===== src/design/md5_cfg.svh =====
`ifndef MD5_CFG_SVH
`define MD5_CFG_SVH

// queue side
`define MD5_QUEUE_WIDTH 512

// hash side
`define MD5_DIGEST_WIDTH 128
`define MD5_DIGESTS_PER_WORD 4
`define MD5_STEPS_PER_STAGE 16

`endif


===== src/design/md5_pkg.sv =====
package md5_pkg;

  `include "md5_cfg.svh"

  typedef logic [31:0] word_t;
  typedef logic [`MD5_QUEUE_WIDTH-1:0] block_t;
  typedef logic [`MD5_DIGEST_WIDTH-1:0] digest_t; // a in 31:0, d in 127:96

  typedef enum logic [1:0] {
    ROUND_F,
    ROUND_G,
    ROUND_H,
    ROUND_I
  } round_e;

  typedef enum logic {
    STAGE_IDLE,
    STAGE_BUSY
  } stage_state_e;

  // standard chaining value, a..d from the low bits up
  localparam digest_t md5_init = {32'h10325476, 32'h98badcfe, 32'hefcdab89, 32'h67452301};

  // floor(abs(sin(i + 1)) * 2^32)
  localparam word_t MD5_K_TABLE [64] = '{
    32'hd76aa478, 32'he8c7b756, 32'h242070db, 32'hc1bdceee, // round f
    32'hf57c0faf, 32'h4787c62a, 32'ha8304613, 32'hfd469501,
    32'h698098d8, 32'h8b44f7af, 32'hffff5bb1, 32'h895cd7be,
    32'h6b901122, 32'hfd987193, 32'ha679438e, 32'h49b40821,
    32'hf61e2562, 32'hc040b340, 32'h265e5a51, 32'he9b6c7aa, // round g
    32'hd62f105d, 32'h02441453, 32'hd8a1e681, 32'he7d3fbc8,
    32'h21e1cde6, 32'hc33707d6, 32'hf4d50d87, 32'h455a14ed,
    32'ha9e3e905, 32'hfcefa3f8, 32'h676f02d9, 32'h8d2a4c8a,
    32'hfffa3942, 32'h8771f681, 32'h6d9d6122, 32'hfde5380c, // round h
    32'ha4beea44, 32'h4bdecfa9, 32'hf6bb4b60, 32'hbebfbc70,
    32'h289b7ec6, 32'heaa127fa, 32'hd4ef3085, 32'h04881d05,
    32'hd9d4d039, 32'he6db99e5, 32'h1fa27cf8, 32'hc4ac5665,
    32'hf4292244, 32'h432aff97, 32'hab9423a7, 32'hfc93a039, // round i
    32'h655b59c3, 32'h8f0ccc92, 32'hffeff47d, 32'h85845dd1,
    32'h6fa87e4f, 32'hfe2ce6e0, 32'ha3014314, 32'h4e0811a1,
    32'hf7537e82, 32'hbd3af235, 32'h2ad7d2bb, 32'heb86d391
  };

  // rotate amounts repeat every four steps within a round
  localparam logic [4:0] MD5_S_TABLE [4][4] = '{
    '{5'd7, 5'd12, 5'd17, 5'd22},
    '{5'd5, 5'd9,  5'd14, 5'd20},
    '{5'd4, 5'd11, 5'd16, 5'd23},
    '{5'd6, 5'd10, 5'd15, 5'd21}
  };

  function automatic word_t md5_k(logic [5:0] step);
    return MD5_K_TABLE[step];
  endfunction

  function automatic logic [4:0] md5_shift(round_e round, logic [5:0] step);
    return MD5_S_TABLE[round][step[1:0]];
  endfunction

endpackage


===== src/design/md5_digest_packer.sv =====
`timescale 1ns/1ps

`include "md5_cfg.svh"

module md5_digest_packer import md5_pkg::*; (
  input  logic    clk,
  input  logic    arst_n,
  input  logic    dig_valid,
  input  digest_t dig_state,
  output logic    request_write,
  output block_t  write_data
);

  localparam int SLOTS = `MD5_DIGESTS_PER_WORD;
  localparam int DW    = `MD5_DIGEST_WIDTH;
  localparam logic [1:0] LAST_SLOT = 2'(SLOTS - 1);

  logic [1:0] slot_q;
  digest_t    slots_q [SLOTS-1]; // digests waiting for the rest of the word
  digest_t    sum;
  block_t     packed_word;

  always_comb begin
    for (int w = 0; w < 4; w++) begin
      sum[32*w +: 32] = dig_state[32*w +: 32] + md5_init[32*w +: 32];
    end
    for (int s = 0; s < SLOTS - 1; s++) begin
      packed_word[DW*s +: DW] = slots_q[s];
    end
    packed_word[DW*(SLOTS-1) +: DW] = sum; // newest digest on top
  end

  always_ff @(posedge clk or negedge arst_n) begin
    if (!arst_n) begin
      slot_q        <= '0;
      request_write <= 1'b0;
      write_data    <= '0;
    end else begin
      request_write <= 1'b0;
      if (dig_valid) begin
        if (slot_q == LAST_SLOT) begin
          write_data    <= packed_word;
          request_write <= 1'b1;
          slot_q        <= '0;
        end else begin
          slot_q <= slot_q + 2'd1;
        end
      end
    end
  end

  always_ff @(posedge clk) begin
    if (dig_valid && (slot_q != LAST_SLOT)) begin
      slots_q[slot_q] <= sum;
    end
  end

endmodule


===== config.mk =====
export PLATFORM = sky130hd
export DESIGN_NAME = md5_digest_packer
export DESIGN_NICKNAME = d
export VERILOG_FILES = /design/src/design/md5_pkg.sv /design/src/design/md5_digest_packer.sv
export VERILOG_INCLUDE_DIRS = /design/src /design/src/design
export SDC_FILE = /design/constraint.sdc
export NUM_CORES = 1
export LEC_CHECK = 0
export BUFFER_PORTS_ARGS = -buffer_cell sky130_fd_sc_hd__buf_2
export CORE_MARGIN = 2
export CORE_UTILIZATION = 55
export DETAILED_ROUTE_END_ITERATION = 12
export GPL_ROUTABILITY_DRIVEN = 0
export PLACE_DENSITY = 0.79
export SLEW_MARGIN = 20
export SYNTH_ARGS = -nofsm -noshare
export SYNTH_HDL_FRONTEND = slang
export SYNTH_SLANG_ARGS = --single-unit

===== constraint.sdc =====
create_clock -name clk -period 9.6 [get_ports clk]
set_clock_uncertainty 0.1 [all_clocks]
set_input_delay 0.48 -clock clk [delete_from_list [all_inputs] [get_ports clk]]
set_output_delay 0.48 -clock clk [all_outputs]
set_load 0.03 [all_outputs]

Yosys cells after proc, flatten, opt, wreduce, memory -nomap -nowiden. Memory sizes are Yosys's and may differ from the RTL's. A register that Yosys moved wholly into a read port is not among the register bits. Index checks and enable logic that the tools add are counted.

Bits in registers: 515. Bits in writable memories: 384. Input bits: 131. Output and inout port bits: 513. Word-level logic and storage cells: 21. Memories kept: 1.

Memories: slots_q (depth 3, bits a word 128, rd ports 3, clocked after Yosys merged registers in 3, write ports 1, RTL line md5_digest_packer.sv:19) `digest_t slots_q [SLOTS-1];`.

Add/subtract/negate cells: 5. Eq/ne operators: 2. Muxes and demuxes: 5. Reductions and logical operators: 5.

Operators by type and width (number): 32-bit adder, second input constant (2); 32-bit by 29-bit adder with 32-bit output, second input constant (1); 32-bit by 31-bit adder with 32-bit output, second input constant (1); 1-bit 2-to-1 mux (4); 1-bit zero test (3); 2-bit by 1-bit adder with 2-bit output, second input constant (1); 2-bit equality test, second input constant (1); 2-bit 2-to-1 mux (1); 2-bit != test, second input constant (1); 2-bit AND reduction (1); 1-bit logical AND (1).

Depth between registers and ports, before layout.
Word-level depth: 4. Mapped depth: 8. Gate-level depth less buffers: 8.

Least setup slack after synthesis. No wires, ideal clock.

Kind: flip-flop to flip-flop. Start point: reg slot_q[0]. End point: mem slots_q[0][0] in the netlist's numbering, enable pin. Library setup time: 503 ps. Arrival time: 3741 ps. Data required time: 8997 ps. Setup slack: 5257 ps. Cell stages (with the launch flop): 4. Buffers on the path: 0. Period minus slack after synthesis: 4343 ps. Cells stage by stage: dfrtp_1 -> ha_1 -> nor2b_1 -> and2_1.

Longest elaborated chain between the ends: 4.

RTL lines: from (decl) (RTL line md5_digest_packer.sv:18) `logic [1:0] slot_q;`; from (signal assigned) (RTL line md5_digest_packer.sv:46) `slot_q <= slot_q + 2'd1;`; 2-bit != test (RTL line md5_digest_packer.sv:53) `if (dig_valid && (slot_q != LAST_SLOT)) begin`; 1-bit logical AND (RTL line md5_digest_packer.sv:53); 1-bit 2-to-1 mux (RTL line md5_digest_packer.sv:53); 1-bit 2-to-1 mux (implied by the code) (RTL line md5_digest_packer.sv:54) `slots_q[slot_q] <= sum;`; to (decl) (RTL line md5_digest_packer.sv:19).

Parallel ways exist; a longest one is shown, timed or not.

Worst setup path after layout.
Start point: reg slot_q[0]. End point: reg write_data[470].

Longest elaborated chain between the ends: 2.

RTL lines: 2-bit equality test (RTL line md5_digest_packer.sv:41) `if (slot_q == LAST_SLOT) begin`; 2-bit AND reduction (no line); to (signal assigned) (RTL line md5_digest_packer.sv:42) `write_data <= packed_word;`; to (decl) (RTL line md5_digest_packer.sv:11) `output block_t write_data`.

Every way passes these cells. A chain may end at the register's enable or synchronous reset.

==> out/qor.yml <==
status: "finished clean"
rrSetupSlack_ns: 6.00
overflow: 0
setup_viol: 0
drive_gt1_frac: 0.244
initial_core_util: 0.557
startpoint_type: "register"
finalNetCount: 3650
worstSetupStartpoint: "slot_q[0]"
num_vias: 23600
cp_top_family: "buffers and inverters"
grt_antenna_before_repair: 16
slew_viol_final: 0
syn2layout_area_growth_pct: 20.7
worstSetupPathType: "register to register"
cts_tree: "built"
hold-path-cell-count: 2
vdd_drop_max_mv: 0.256
grtUsageTotal: 0.279
tightest_slew_ns: 1.10
syn_avg_cell_area_um2: 11.7
fin_crit_ns: 3.60
ys_seq_area_frac: 0.727
worstRegToRegCells: 6
avgViaCountPerCell: 5.40
clockRootBuffer: "clkbuf_16"
slew_headroom: 0.264
rsz0062_at_grt: "false"
r2r-end: "write_data[470]"
design_area_um2: 40600
die_h_um: 251
synth-seq-cells: 899
ioPinCount: 644
drt_iter0_markers: 2097
dpl_cell_area_um2: 37600
h-tree-depth: 3
hp-start: "dig_valid"
stdcell_count: 4377
synth-async-reset-ratio: 0.573
grt_max_degree: 227
final_common_cell: "nand2_1"
final_core_utilization: 0.672
place_hpwl_um: 58100
grt_pass1_wl_um: 135000
clock_path_buffers: 3
io_buffers: 643
ys.warnings.count: 0
maxCapViolations: 0
clock_sinks: 899
path_max_fanout: 105
max_freq_ghz: 0.278
postCtsSetupRepairBufs: 0
grt_pass1_vias: 23400
drt_wl_total_um: 88200
cp_slowest_stage_delay_ns: 0.68
layout_common_cells: "nand2_1 (1325), buf_2 (642), dfrtp_1 (515), edfxtp_1 (384), clkbuf_16 (91)"
critPathRequiredTime_ns: 10.01
netlist.top_cell.by_area: "dfrtp_1"
rr_startpoint: "slot_q[0]"
hold_viol: 0
drc: 0
core_um2: 60400
hold_path.class: "input pin to register"
synth_cell_types: 66
netlist_area_um2: 33600
p_leak_nw: 19.3
rows: 90
drtPass1Iterations: 6
cp_num_buf_inv: 3
arrival_ns: 4.00
wire_per_inst_um: 20.2
fp.dieW_um: 251
placed_cells: 4200
critPathSlowestCell: "buf_4"
netlist_top_cells_area: "dfrtp_1 (38%), edfxtp_1 (34%), nand2_1 (15%)"
worstSkewPairLatency_ns: 0.63
die_area_um2: 63100
period_share: 0.375
final_antenna_net_count: 0
numCtsBuffers: 88
synth_edf_count: 384
hold_end: "slot_q[1]"
synth_cells: 2867
cp_common_cell: "buf_4"
synth_top_cell_area_share: 0.384
powerDensity_nw_per_um2: 359
critical_path.cell_chain: "ha_1, nand2_4, inv_8, buf_4, buf_4, mux2_2"
clk_pin_slew_ns: 0.07
post_cts_resize_count: 0
end_kind: "register"
synth_flop_cell: "dfrtp_1"
syn-num-nets: 3006
tns_ns: 0
-- layer usage --
layer | global-route usage | share of wire | vias up
met1 | 0.353 | 0.38 | 11700
met4 | 0.114 | 0.037 | 14
met3 | 0.0816 | 0.091 | 199
li1 | - | - | 10700
met5 | 0 | 0.0010 | -
met2 | 0.454 | 0.49 | 1002
-- power breakdown --
group	switching, mW	internal (mW)
sequential	0.695	5.38
clock	1.43	2.02
combinational	3.78	1.27
-- through the flow --
stage	setup WS (ns)	total power, mW	hold slack (ns)
finish	6.00	14.6	0.0526
global route	5.74	15.2	0.0355
CTS	5.95	14.6	0.000102
detailed placement	5.96	11.2	0.321
global placement	6.00	11.0	0.316
floorplan	5.26	9.29	0.0844
-- synthesized netlist by cell type, drive strengths merged (3+ instances only) --
| master | count |
|---|---|
| edfxtp | 384 |
| nand2 | 1327 |
| nor3b | 3 |
| buf | 6 |
| nand4b | 3 |
| a2111oi | 5 |
| o21ai | 51 |
| nand3 | 22 |
| or2 | 3 |
| a21boi | 3 |
| nor2 | 84 |
| clkbuf | 105 |
| nor3 | 10 |
| nor2b | 6 |
| or3 | 8 |
| nor4bb | 3 |
| o21a | 4 |
| o21bai | 3 |
| nand4 | 9 |
| a31oi | 10 |
| a21oi | 29 |
| xnor2 | 62 |
| inv | 18 |
| ha | 8 |
| a21o | 4 |
| nand3b | 3 |
| and2 | 8 |
| and3 | 11 |
| nor4 | 5 |
| xor2 | 43 |
| nand2b | 6 |
| mux2 | 63 |
| mux2i | 3 |
| a211oi | 3 |
| o211ai | 4 |
| dfrtp | 515 |
| a31o | 3 |
| o31ai | 4 |
-- worst reg2reg max path: cells and delay by family (launching register included) --
family	cells	cell delay, ns
and+or+nand+nor	1	0.38
DFF	1	0.38
adders and majority gates	1	0.23
muxes	1	0.46
buffers and inverters	3	1.96
-- final cells by class --
cell class / instances / area, um2
diodes: 10 / 25.0
clock buffers: 135 / 2580
clock inverters: 29 / 315
fillers: 4259 / 19800
inverters: 18 / 75.1
multi-input cells: 1839 / 8710
flip-flops and latches: 899 / 24400
well taps: 782 / 978
repair buffers: 665 / 3450
-- state kept, by name (all words and copies together), names as in the netlist --
register       count
slots_q          384
write_data       512
request_write      1
slot_q             2
-- timing repair --
action,4_1_cts,5_1_grt
hold buffers,3,0
endpoints found under the hold margin,85,0
endpoints found under the setup margin,0,0
-- cell families after synthesis --
logic type               share of synthesized area
AO/OA/AOI/OAI                               0.0273
XOR/XNOR                                    0.0274
adder cells (fa/ha/maj)                    0.00298
buffers and inverters                       0.0144
flip-flops                                   0.727
multiplexers                                0.0221
AND/OR/NAND/NOR                              0.179
-- worst max path at each step --
stage                            to  slack, ns  cells after the start
finish              write_data[470]       6.00                      6
global route        write_data[470]       5.74                      6
CTS                 write_data[470]       5.95                      6
detailed placement  write_data[465]       5.96                      6
global placement    write_data[465]       6.00                      6
floorplan             slots_q[0][0]       5.26                      3
Power figures use the tool's default switching activity.
