$ cat src/design/md5_cfg.svh
`ifndef MD5_CFG_SVH
`define MD5_CFG_SVH

// queue side
`define MD5_QUEUE_WIDTH 512

// hash side
`define MD5_DIGEST_WIDTH 128
`define MD5_DIGESTS_PER_WORD 4
`define MD5_STEPS_PER_STAGE 16

`endif

$ cat src/design/md5_pkg.sv
package md5_pkg;

  `include "md5_cfg.svh"

  typedef logic [31:0] word_t;
  typedef logic [`MD5_QUEUE_WIDTH-1:0] block_t;
  typedef logic [`MD5_DIGEST_WIDTH-1:0] digest_t; // a in 31:0, d in 127:96

  typedef enum logic [1:0] {
    ROUND_F,
    ROUND_G,
    ROUND_H,
    ROUND_I
  } round_e;

  typedef enum logic {
    STAGE_IDLE,
    STAGE_BUSY
  } stage_state_e;

  // standard chaining value, a..d from the low bits up
  localparam digest_t md5_init = {32'h10325476, 32'h98badcfe, 32'hefcdab89, 32'h67452301};

  // floor(abs(sin(i + 1)) * 2^32)
  localparam word_t MD5_K_TABLE [64] = '{
    32'hd76aa478, 32'he8c7b756, 32'h242070db, 32'hc1bdceee, // round f
    32'hf57c0faf, 32'h4787c62a, 32'ha8304613, 32'hfd469501,
    32'h698098d8, 32'h8b44f7af, 32'hffff5bb1, 32'h895cd7be,
    32'h6b901122, 32'hfd987193, 32'ha679438e, 32'h49b40821,
    32'hf61e2562, 32'hc040b340, 32'h265e5a51, 32'he9b6c7aa, // round g
    32'hd62f105d, 32'h02441453, 32'hd8a1e681, 32'he7d3fbc8,
    32'h21e1cde6, 32'hc33707d6, 32'hf4d50d87, 32'h455a14ed,
    32'ha9e3e905, 32'hfcefa3f8, 32'h676f02d9, 32'h8d2a4c8a,
    32'hfffa3942, 32'h8771f681, 32'h6d9d6122, 32'hfde5380c, // round h
    32'ha4beea44, 32'h4bdecfa9, 32'hf6bb4b60, 32'hbebfbc70,
    32'h289b7ec6, 32'heaa127fa, 32'hd4ef3085, 32'h04881d05,
    32'hd9d4d039, 32'he6db99e5, 32'h1fa27cf8, 32'hc4ac5665,
    32'hf4292244, 32'h432aff97, 32'hab9423a7, 32'hfc93a039, // round i
    32'h655b59c3, 32'h8f0ccc92, 32'hffeff47d, 32'h85845dd1,
    32'h6fa87e4f, 32'hfe2ce6e0, 32'ha3014314, 32'h4e0811a1,
    32'hf7537e82, 32'hbd3af235, 32'h2ad7d2bb, 32'heb86d391
  };

  // rotate amounts repeat every four steps within a round
  localparam logic [4:0] MD5_S_TABLE [4][4] = '{
    '{5'd7, 5'd12, 5'd17, 5'd22},
    '{5'd5, 5'd9,  5'd14, 5'd20},
    '{5'd4, 5'd11, 5'd16, 5'd23},
    '{5'd6, 5'd10, 5'd15, 5'd21}
  };

  function automatic word_t md5_k(logic [5:0] step);
    return MD5_K_TABLE[step];
  endfunction

  function automatic logic [4:0] md5_shift(round_e round, logic [5:0] step);
    return MD5_S_TABLE[round][step[1:0]];
  endfunction

endpackage

$ cat src/design/md5_round_stage.sv
`timescale 1ns/1ps

`include "md5_cfg.svh"

module md5_round_stage import md5_pkg::*; #(
  parameter round_e ROUND = ROUND_F
) (
  input  logic    clk,
  input  logic    arst_n,
  input  logic    in_valid,
  input  block_t  in_block,
  input  digest_t in_state,
  output logic    out_valid,
  output block_t  out_block,
  output digest_t out_state
);

  localparam logic [3:0] LAST_STEP = 4'(`MD5_STEPS_PER_STAGE - 1);
  localparam logic [1:0] ROUND_IDX = ROUND;

  stage_state_e state_q;
  logic [3:0]   cnt_q;
  block_t       blk_q;
  word_t        a_q, b_q, c_q, d_q;

  logic       load;
  logic       step_en;
  block_t     blk_s;
  word_t      a_s, b_s, c_s, d_s;
  logic [3:0] step_s;
  logic [5:0] k_idx;
  logic [3:0] g;
  logic [4:0] sh;
  word_t      f;
  word_t      sum_w;
  word_t      rot_w;
  word_t      b_new;

  assign load    = (state_q == STAGE_IDLE) && in_valid;
  assign step_en = load || (state_q == STAGE_BUSY);

  // step 0 runs straight off the inputs in the load cycle
  always_comb begin
    blk_s  = load ? in_block : blk_q;
    a_s    = load ? in_state[31:0] : a_q;
    b_s    = load ? in_state[63:32] : b_q;
    c_s    = load ? in_state[95:64] : c_q;
    d_s    = load ? in_state[127:96] : d_q;
    step_s = load ? 4'd0 : cnt_q;
    k_idx  = {ROUND_IDX, step_s};
    case (ROUND)
      ROUND_F: begin
        f = (b_s & c_s) | (~b_s & d_s);
        g = step_s;
      end
      ROUND_G: begin
        f = (b_s & d_s) | (c_s & ~d_s);
        g = step_s * 4'd5 + 4'd1; // wraps mod 16
      end
      ROUND_H: begin
        f = b_s ^ c_s ^ d_s;
        g = step_s * 4'd3 + 4'd5;
      end
      default: begin
        f = c_s ^ (b_s | ~d_s);
        g = step_s * 4'd7;
      end
    endcase
    sh    = md5_shift(ROUND, k_idx);
    sum_w = a_s + f + md5_k(k_idx) + blk_s[32*g +: 32];
    rot_w = (sum_w << sh) | (sum_w >> (6'd32 - {1'b0, sh}));
    b_new = b_s + rot_w;
  end

  always_ff @(posedge clk or negedge arst_n) begin
    if (!arst_n) begin
      state_q   <= STAGE_IDLE;
      cnt_q     <= '0;
      out_valid <= 1'b0;
    end else begin
      out_valid <= 1'b0;
      case (state_q)
        STAGE_IDLE: begin
          if (in_valid) begin
            state_q <= STAGE_BUSY;
            cnt_q   <= 4'd1;
          end
        end
        default: begin
          if (cnt_q == LAST_STEP) begin
            state_q   <= STAGE_IDLE;
            out_valid <= 1'b1; // 16 cycles after in_valid
          end else begin
            cnt_q <= cnt_q + 4'd1;
          end
        end
      endcase
    end
  end

  always_ff @(posedge clk) begin
    if (load) begin
      blk_q <= in_block;
    end
    if (step_en) begin
      a_q <= d_s;
      b_q <= b_new;
      c_q <= b_s;
      d_q <= c_s;
    end
  end

  // held until the next load, which the loader spacing keeps away
  assign out_block = blk_q;
  assign out_state = {d_q, c_q, b_q, a_q};

  // loader spacing must keep new blocks away from a busy stage
  a_no_overrun: assert property (
    @(posedge clk) disable iff (!arst_n) in_valid |-> state_q == STAGE_IDLE
  ) else $error("block arrived while stage busy");

endmodule

$ cat config.mk
export PLATFORM = sky130hd
export DESIGN_NAME = md5_round_stage
export DESIGN_NICKNAME = d
export VERILOG_FILES = /design/src/design/md5_pkg.sv /design/src/design/md5_round_stage.sv
export VERILOG_INCLUDE_DIRS = /design/src /design/src/design
export SDC_FILE = /design/constraint.sdc
export NUM_CORES = 2
export LEC_CHECK = 0
export ABC_AREA = 1
export BUFFER_PORTS_ARGS = -buffer_cell sky130_fd_sc_hd__buf_2
export CELL_PAD_IN_SITES_DETAIL_PLACEMENT = 0
export CELL_PAD_IN_SITES_GLOBAL_PLACEMENT = 1
export CORE_AREA = 2 2 493 495
export CTS_CLUSTER_SIZE = 16
export DETAILED_ROUTE_END_ITERATION = 10
export DIE_AREA = 0 0 495 497
export PLACE_DENSITY_LB_ADDON = 0.12
export SETUP_SLACK_MARGIN = 0.5
export SYNTH_ARGS = -nofsm -noshare
export SYNTH_HDL_FRONTEND = slang
export SYNTH_SLANG_ARGS = --single-unit
$ cat constraint.sdc
create_clock -name clk -period 9.7 [get_ports clk]
set_input_delay 0.485 -clock clk [delete_from_list [all_inputs] [get_ports clk]]
set_output_delay 0.485 -clock clk [all_outputs]
set_load 0.05 [all_outputs]
Word level (Yosys, flattened, before mapping)
Memory sizes are Yosys's and may differ from the RTL's.
Cells that the tools add are included.

storage, ports and cells
  bits in registers = 646
  memory bits (read-only) = 2048
  input bits = 643
  output and inout port bits = 641
  logic and storage cells = 53
  memories kept = 1

memories
  memory            depth  bits a word  read ports  clocked after memory_dff  wr ports  line           source
  (name not given)  64     32           1           0                         0         md5_pkg.sv:53  return MD5_K_TABLE[step];

operators by class
  add/subtract/negate cells = 6
  $lt $le $gt $ge = 2
  equal/unequal tests = 2
  shift operators = 3
  muxes and demuxes = 19
  bitwise logic cells = 8
  reductions and logical operators = 4

operator list
  kind                 count
  $mux 512             1
  $shiftx 512x10->32   1
  $mux 32              6
  $add 32x32->32       4
  $and 32x32->32       2
  $or 32x32->32        2
  $not 32->32          1
  $shl 32x5->32        1
  $shr 32x6->32        1
  $mux 4               4
  $bmux 5 s2           1
  $mux 5               2
  $ge 7x7->1 const B   1
  $not 4->7            1
  $sub 6x5->6 const A  1
  $mux 1               5
  $add 4x1->4 const B  1
  $eq 4x4->1 const B   1
  $ge 3x3->1 const B   1
  $not 2->3            1
  $ne 2x2->1 const B   1
  $reduce_and 2->1     1
  $reduce_bool 2->1    1
  $logic_and 1x1->1    1
  other kinds (2)      2

Longest topological paths before layout
  depth in word-level cells = 12
  depth in mapped cells = 53
  gate-level depth less buffers = 46

Least setup slack after synthesis
No wires, ideal clock.

  kind = input to register
  start = in in_valid
  end = reg b_q[18] (data pin)
  setup time = 0.259 ns
  arrival = 7.886 ns
  data required time = 9.441 ns
  slack = 1.555 ns
  cell stages on the path = 50
  buffers on the path = 7
  cells stage by stage = nand2_4 buf_2 clkbuf_1 buf_2 buf_2 clkbuf_1 nand2_1 ha_1 clkinv_1 clkbuf_1 clkbuf_1 nor2_1 inv_1 o21ai_0 a22o_1 inv_1 fa_1 inv_1 [14 not listed] nand2_1 nand2_1 nand3_1 nand2_1 ha_1 fa_1 nand3_1 nand2_1 nand3_1 nand2_1 a21o_1 a21oi_1 o21ai_0 a21oi_1 o21ai_0 nand2_1 nand2_1 xor2_1

on the way
  cells in the longest elaborated chain, start to end = 11
  elaborated cells on any way between the ends = 28
  classes of those cells = add/sub: 5; shift: 3; mux: 11; bitwise: 7; reduce/logical: 1; memory: 1

ends and longest elaborated chain
  what                                             line                                          source
  from (decl)                                      md5_round_stage.sv:10                         input logic in_valid,
  $logic_and 1x1->1 *                              md5_round_stage.sv:39                         assign load = (state_q == STAGE_IDLE) && in_valid;
  $mux 32 or $mux 4 (tied branches)                md5_round_stage.sv:46, md5_round_stage.sv:49
  $not 32->32 or $not 4->7 (tied branches)         md5_round_stage.sv:53, md5_pkg.sv:53
  $and 32x32->32 or $mem_v2 64x32 (tied branches)  --
  $or 32x32->32 or $mux 32 (tied branches)         md5_round_stage.sv:53, md5_pkg.sv:53
  $add 32x32->32 or $mux 32 (tied branches)        md5_round_stage.sv:70, md5_pkg.sv:53
  $add 32x32->32 (2 in a row)                      md5_round_stage.sv:70                         sum_w = a_s + f + md5_k(k_idx) + blk_s[32*g +: 32];
  $shr 32x6->32 or $shl 32x5->32 (tied branches)   md5_round_stage.sv:71                         rot_w = (sum_w << sh) | (sum_w >> (6'd32 - {1'b0, sh}));
  $or 32x32->32                                    md5_round_stage.sv:71
  $add 32x32->32 *                                 md5_round_stage.sv:72                         b_new = b_s + rot_w;
  named net b_new[18]                              md5_round_stage.sv:37                         word_t b_new;
  to (signal assigned)                             md5_round_stage.sv:107                        b_q <= b_new;
  to (decl)                                        md5_round_stage.sv:24                         word_t a_q, b_q, c_q, d_q;

Mark *: on every way through the listed nets, which the timed path passes. The rest lies on a longest branch. The select of a mux whose other input is x is not followed.
A chain may end at the register's enable or synchronous reset.

Worst setup path after layout
  start = reg state_q
  end = reg b_q[19] (data pin)

on the way
  cells in the longest elaborated chain, start to end = 12
  elaborated cells on any way between the ends = 29
  classes of those cells = add/sub: 5; shift: 3; mux: 11; bitwise: 8; reduce/logical: 1; memory: 1

ends and longest elaborated chain
  what                                             line                                          source
  from (decl)                                      md5_round_stage.sv:21                         stage_state_e state_q;
  from (signal assigned)                           md5_round_stage.sv:77                         state_q <= STAGE_IDLE;
  from (signal assigned)                           md5_round_stage.sv:85                         state_q <= STAGE_BUSY;
  from (signal assigned)                           md5_round_stage.sv:91                         state_q <= STAGE_IDLE;
  $not 1->1 *                                      --
  $logic_and 1x1->1 *                              md5_round_stage.sv:39
  $mux 32 or $mux 4 (tied branches)                md5_round_stage.sv:46, md5_round_stage.sv:49
  $not 32->32 or $not 4->7 (tied branches)         md5_round_stage.sv:53, md5_pkg.sv:53
  $and 32x32->32 or $mem_v2 64x32 (tied branches)  --
  $or 32x32->32 or $mux 32 (tied branches)         md5_round_stage.sv:53, md5_pkg.sv:53
  $add 32x32->32 or $mux 32 (tied branches)        md5_round_stage.sv:70, md5_pkg.sv:53
  $add 32x32->32 (2 in a row)                      md5_round_stage.sv:70
  $shr 32x6->32 or $shl 32x5->32 (tied branches)   md5_round_stage.sv:71
  $or 32x32->32                                    md5_round_stage.sv:71
  $add 32x32->32 *                                 md5_round_stage.sv:72
  named net b_new[19]                              md5_round_stage.sv:37

Marked as above.

==> flow_summary.ini <==
[status]
status = complete, no violations

[critical_path]
crit_family = compound AO/OA/AOI/OAI gates
cp_max_fo = 41
cp_slowest_cell = fa_1
crit_buf_inv = 9
startpoint_type = flip-flop
slowest_delay_ps = 510
worstPathRequired_ps = 10160
cp_common_cell = nand3_1
arrival_ps = 9090
cp-end-kind = flip-flop
critPathKind = reg2reg

[layout]
final_nets = 7742
drive_gt1_share_pct = 27.2
syn_to_final_growth_pct = 61.6

[global_routing]
globalRouteOverflowTotal = 0
grt_max_degree = 85
grt_pass1_vias = 43400
track_usage_pct = 23.9
grt_pass1_wl_microns = 400000
antenna_found_initial = 68

[min_path]
hold_path_class = in2reg

[cts]
clock-root-buffer = clkbuf_16
tritoncts = yes
cts_buffers = 92
clockBufferDepth = 3
clk_latency_ps = 760
clkTransAtPathRegs_ps = 60
clock-sinks = 646
post-cts-setup-buffers = 0
htreeDepth = 3

[sta]
rsz0062_at_grt = no
max_freq_mhz = 116
maxSlewViolCount = 0
period_share_pct = 89.0
finalHoldViolations = 0
setup_viol = 0
tns_ps = 0
max_slew.worst_pin.slew_ps = 1160
max_slew_margin_pct = 22.4
final.setup_skew_ps = 44.7
min_period_ps = 8640

[detailed_routing]
vias_per_cell = 4.13
remaining_drc_errors = 0
wl_per_cell_microns = 29.7
wl_microns = 305000
drtIter0Drc = 2820
routed-via-count = 42400
postRouteAntennaNets = 0
dr.pass1.iters = 5

[yosys]
synth_cell_type_count = 57
async_flop_share_pct = 0.929
synth-seq-cells = 646
synthesis.area_sq_um = 34600
avgSynthCellArea_sq_um = 7.01
syn-num-nets = 5710
synth_cells = 4937
yosysWarnings = 0
ys.flop_type = dfxtp_1
synth_edf_count = 128
synth_seq_area_share_pct = 41.1

[floorplanning]
pin_count = 1284
start_util_pct = 14.4
die-area_sq_um = 246000
row_count = 180
die_w_microns = 495
die-height_microns = 497
core_sq_um = 240000

[placed_design]
hpwl_microns = 253000
portBuffers = 1283
gp_congestion = 0.884

[flow_run]
cap_violations = 0
## area by class of cell
type / instances / area (sq um)
Antenna cell: 37 / 92.6
Clock buffer: 138 / 2740
Clock inverter: 29 / 342
Fill cell: 27500 / 184000
Inverter: 268 / 1030
Multi-Input combinational cell: 3745 / 18400
Sequential cell: 646 / 14200
Tap cell: 3185 / 3990
Timing Repair Buffer: 2216 / 15200
## final timing paths
path,from,endpoint,slack (ps),cells after the start
min in group asynchronous,arst_n,out_valid,160,2
worst min-delay path,in_block[400],out_block[400],60,3
max in group asynchronous,arst_n,cnt_q[0],9300,2
worst min register to register,out_block[507],out_block[507],470,2
worst max register to register,state_q,b_q[19],1060,39
worst max-delay path,state_q,b_q[19],1060,39
## worst min-delay path, stage by stage
cell and delay (ps):
buf_2 120, nand2_1 90, nand2_1 80
## metal layers
metal  wire length, microns  GRT usage, %  part of all wire, %
met1                 125000          28.3                   41
met2                 157000          44.0                   51
met3                  14200          3.76                  4.7
met4                   8730          6.48                  2.9
met5                     97             0                0.032
## through the flow
step	cell area, sq um	setup slack [ps]	hold WS (ps)	instances	utilization [%]
after floorplan	34600	1560	189	4937	-
after global placement	47600	315	382	9551	19.8
after detailed placement	47600	362	382	9551	19.8
after CTS	55800	584	1.28	10200	23.3
after global routing	55900	503	39.1	10300	23.3
final	55900	1060	55.5	10300	23.3
## Yosys cell counts, types with 3 or more instances
library cell	instances	area [sq um]
o21ai_1	6	30.0
o21ai_0	236	1180
or2_2	23	144
o31ai_1	5	37.5
a21oi_1	283	1420
a31oi_1	14	87.6
dfxtp_1	512	10200
nor4_1	4	25.0
o21a_1	4	30.0
nand2_2	5	31.3
nand2_1	2348	8810
o22ai_1	45	282
nor2_1	103	387
nand4_1	11	68.8
nand3b_1	8	60.1
nor3_1	19	95.1
clkbuf_1	153	574
buf_1	36	135
o221ai_1	71	622
a221oi_1	4	35.0
nand3_1	256	1280
mux2i_1	45	450
inv_1	259	972
ha_1	67	838
xor2_1	24	210
a211oi_1	22	165
clkinv_1	3	11.3
edfxtp_1	128	3840
o21bai_1	5	37.5
a22oi_1	5	37.5
o32ai_1	4	35.0
o211ai_1	26	195
nand3_2	3	30.0
buf_2	86	430
xnor2_1	14	123
fa_1	63	1260
inv_2	6	22.5
dfrtp_1	6	150
and2_1	3	18.8
## cell usage in the layout (no fill, tap or decap), types with 44 or more instances in the layout
cell type and count:
nand2_1 2345, buf_2 1283, dfxtp_1 512, dlygate4sd3_1 509, buf_4 387, a21oi_1 283
inv_1 258, nand3_1 256, o21ai_0 229, edfxtp_1 128, nor2_1 102, clkbuf_16 95
o221ai_1 70, ha_1 67, fa_1 63, mux2i_1 45, o22ai_1 44
## sequential cells by signal, indices dropped and copies added, names as in the netlist
signal,flops
a_q,32
b_q,32
c_q,32
cnt_q,4
d_q,32
out_block,512
out_valid,1
state_q,1
## cells by family (layout without fill, tap and decap cells)
logic type / Yosys count / after routing / synth area share, %
adders and majority gates: 130 / 130 / 6.07
DFF: 646 / 646 / 41.1
and+or+nand+nor: 2787 / 2787 / 31.8
xor gates and xnor gates: 38 / 38 / 0.962
AOI/OAI and AO/OA: 745 / 745 / 12.5
buffers and inverters: 546 / 2651 / 6.28
other: 0 / 37 / 0
muxes: 45 / 45 / 1.30
## what timing repair did
item                       4_1_cts  5_1_grt
hold buffers                   509        0
setup endpoints to repair        0       17
gates resized for setup          0       13
hold endpoints to repair       514        0
Power is not shown: default switching activity piles up to over one toggle a cycle in this logic, so the estimate is an artifact.
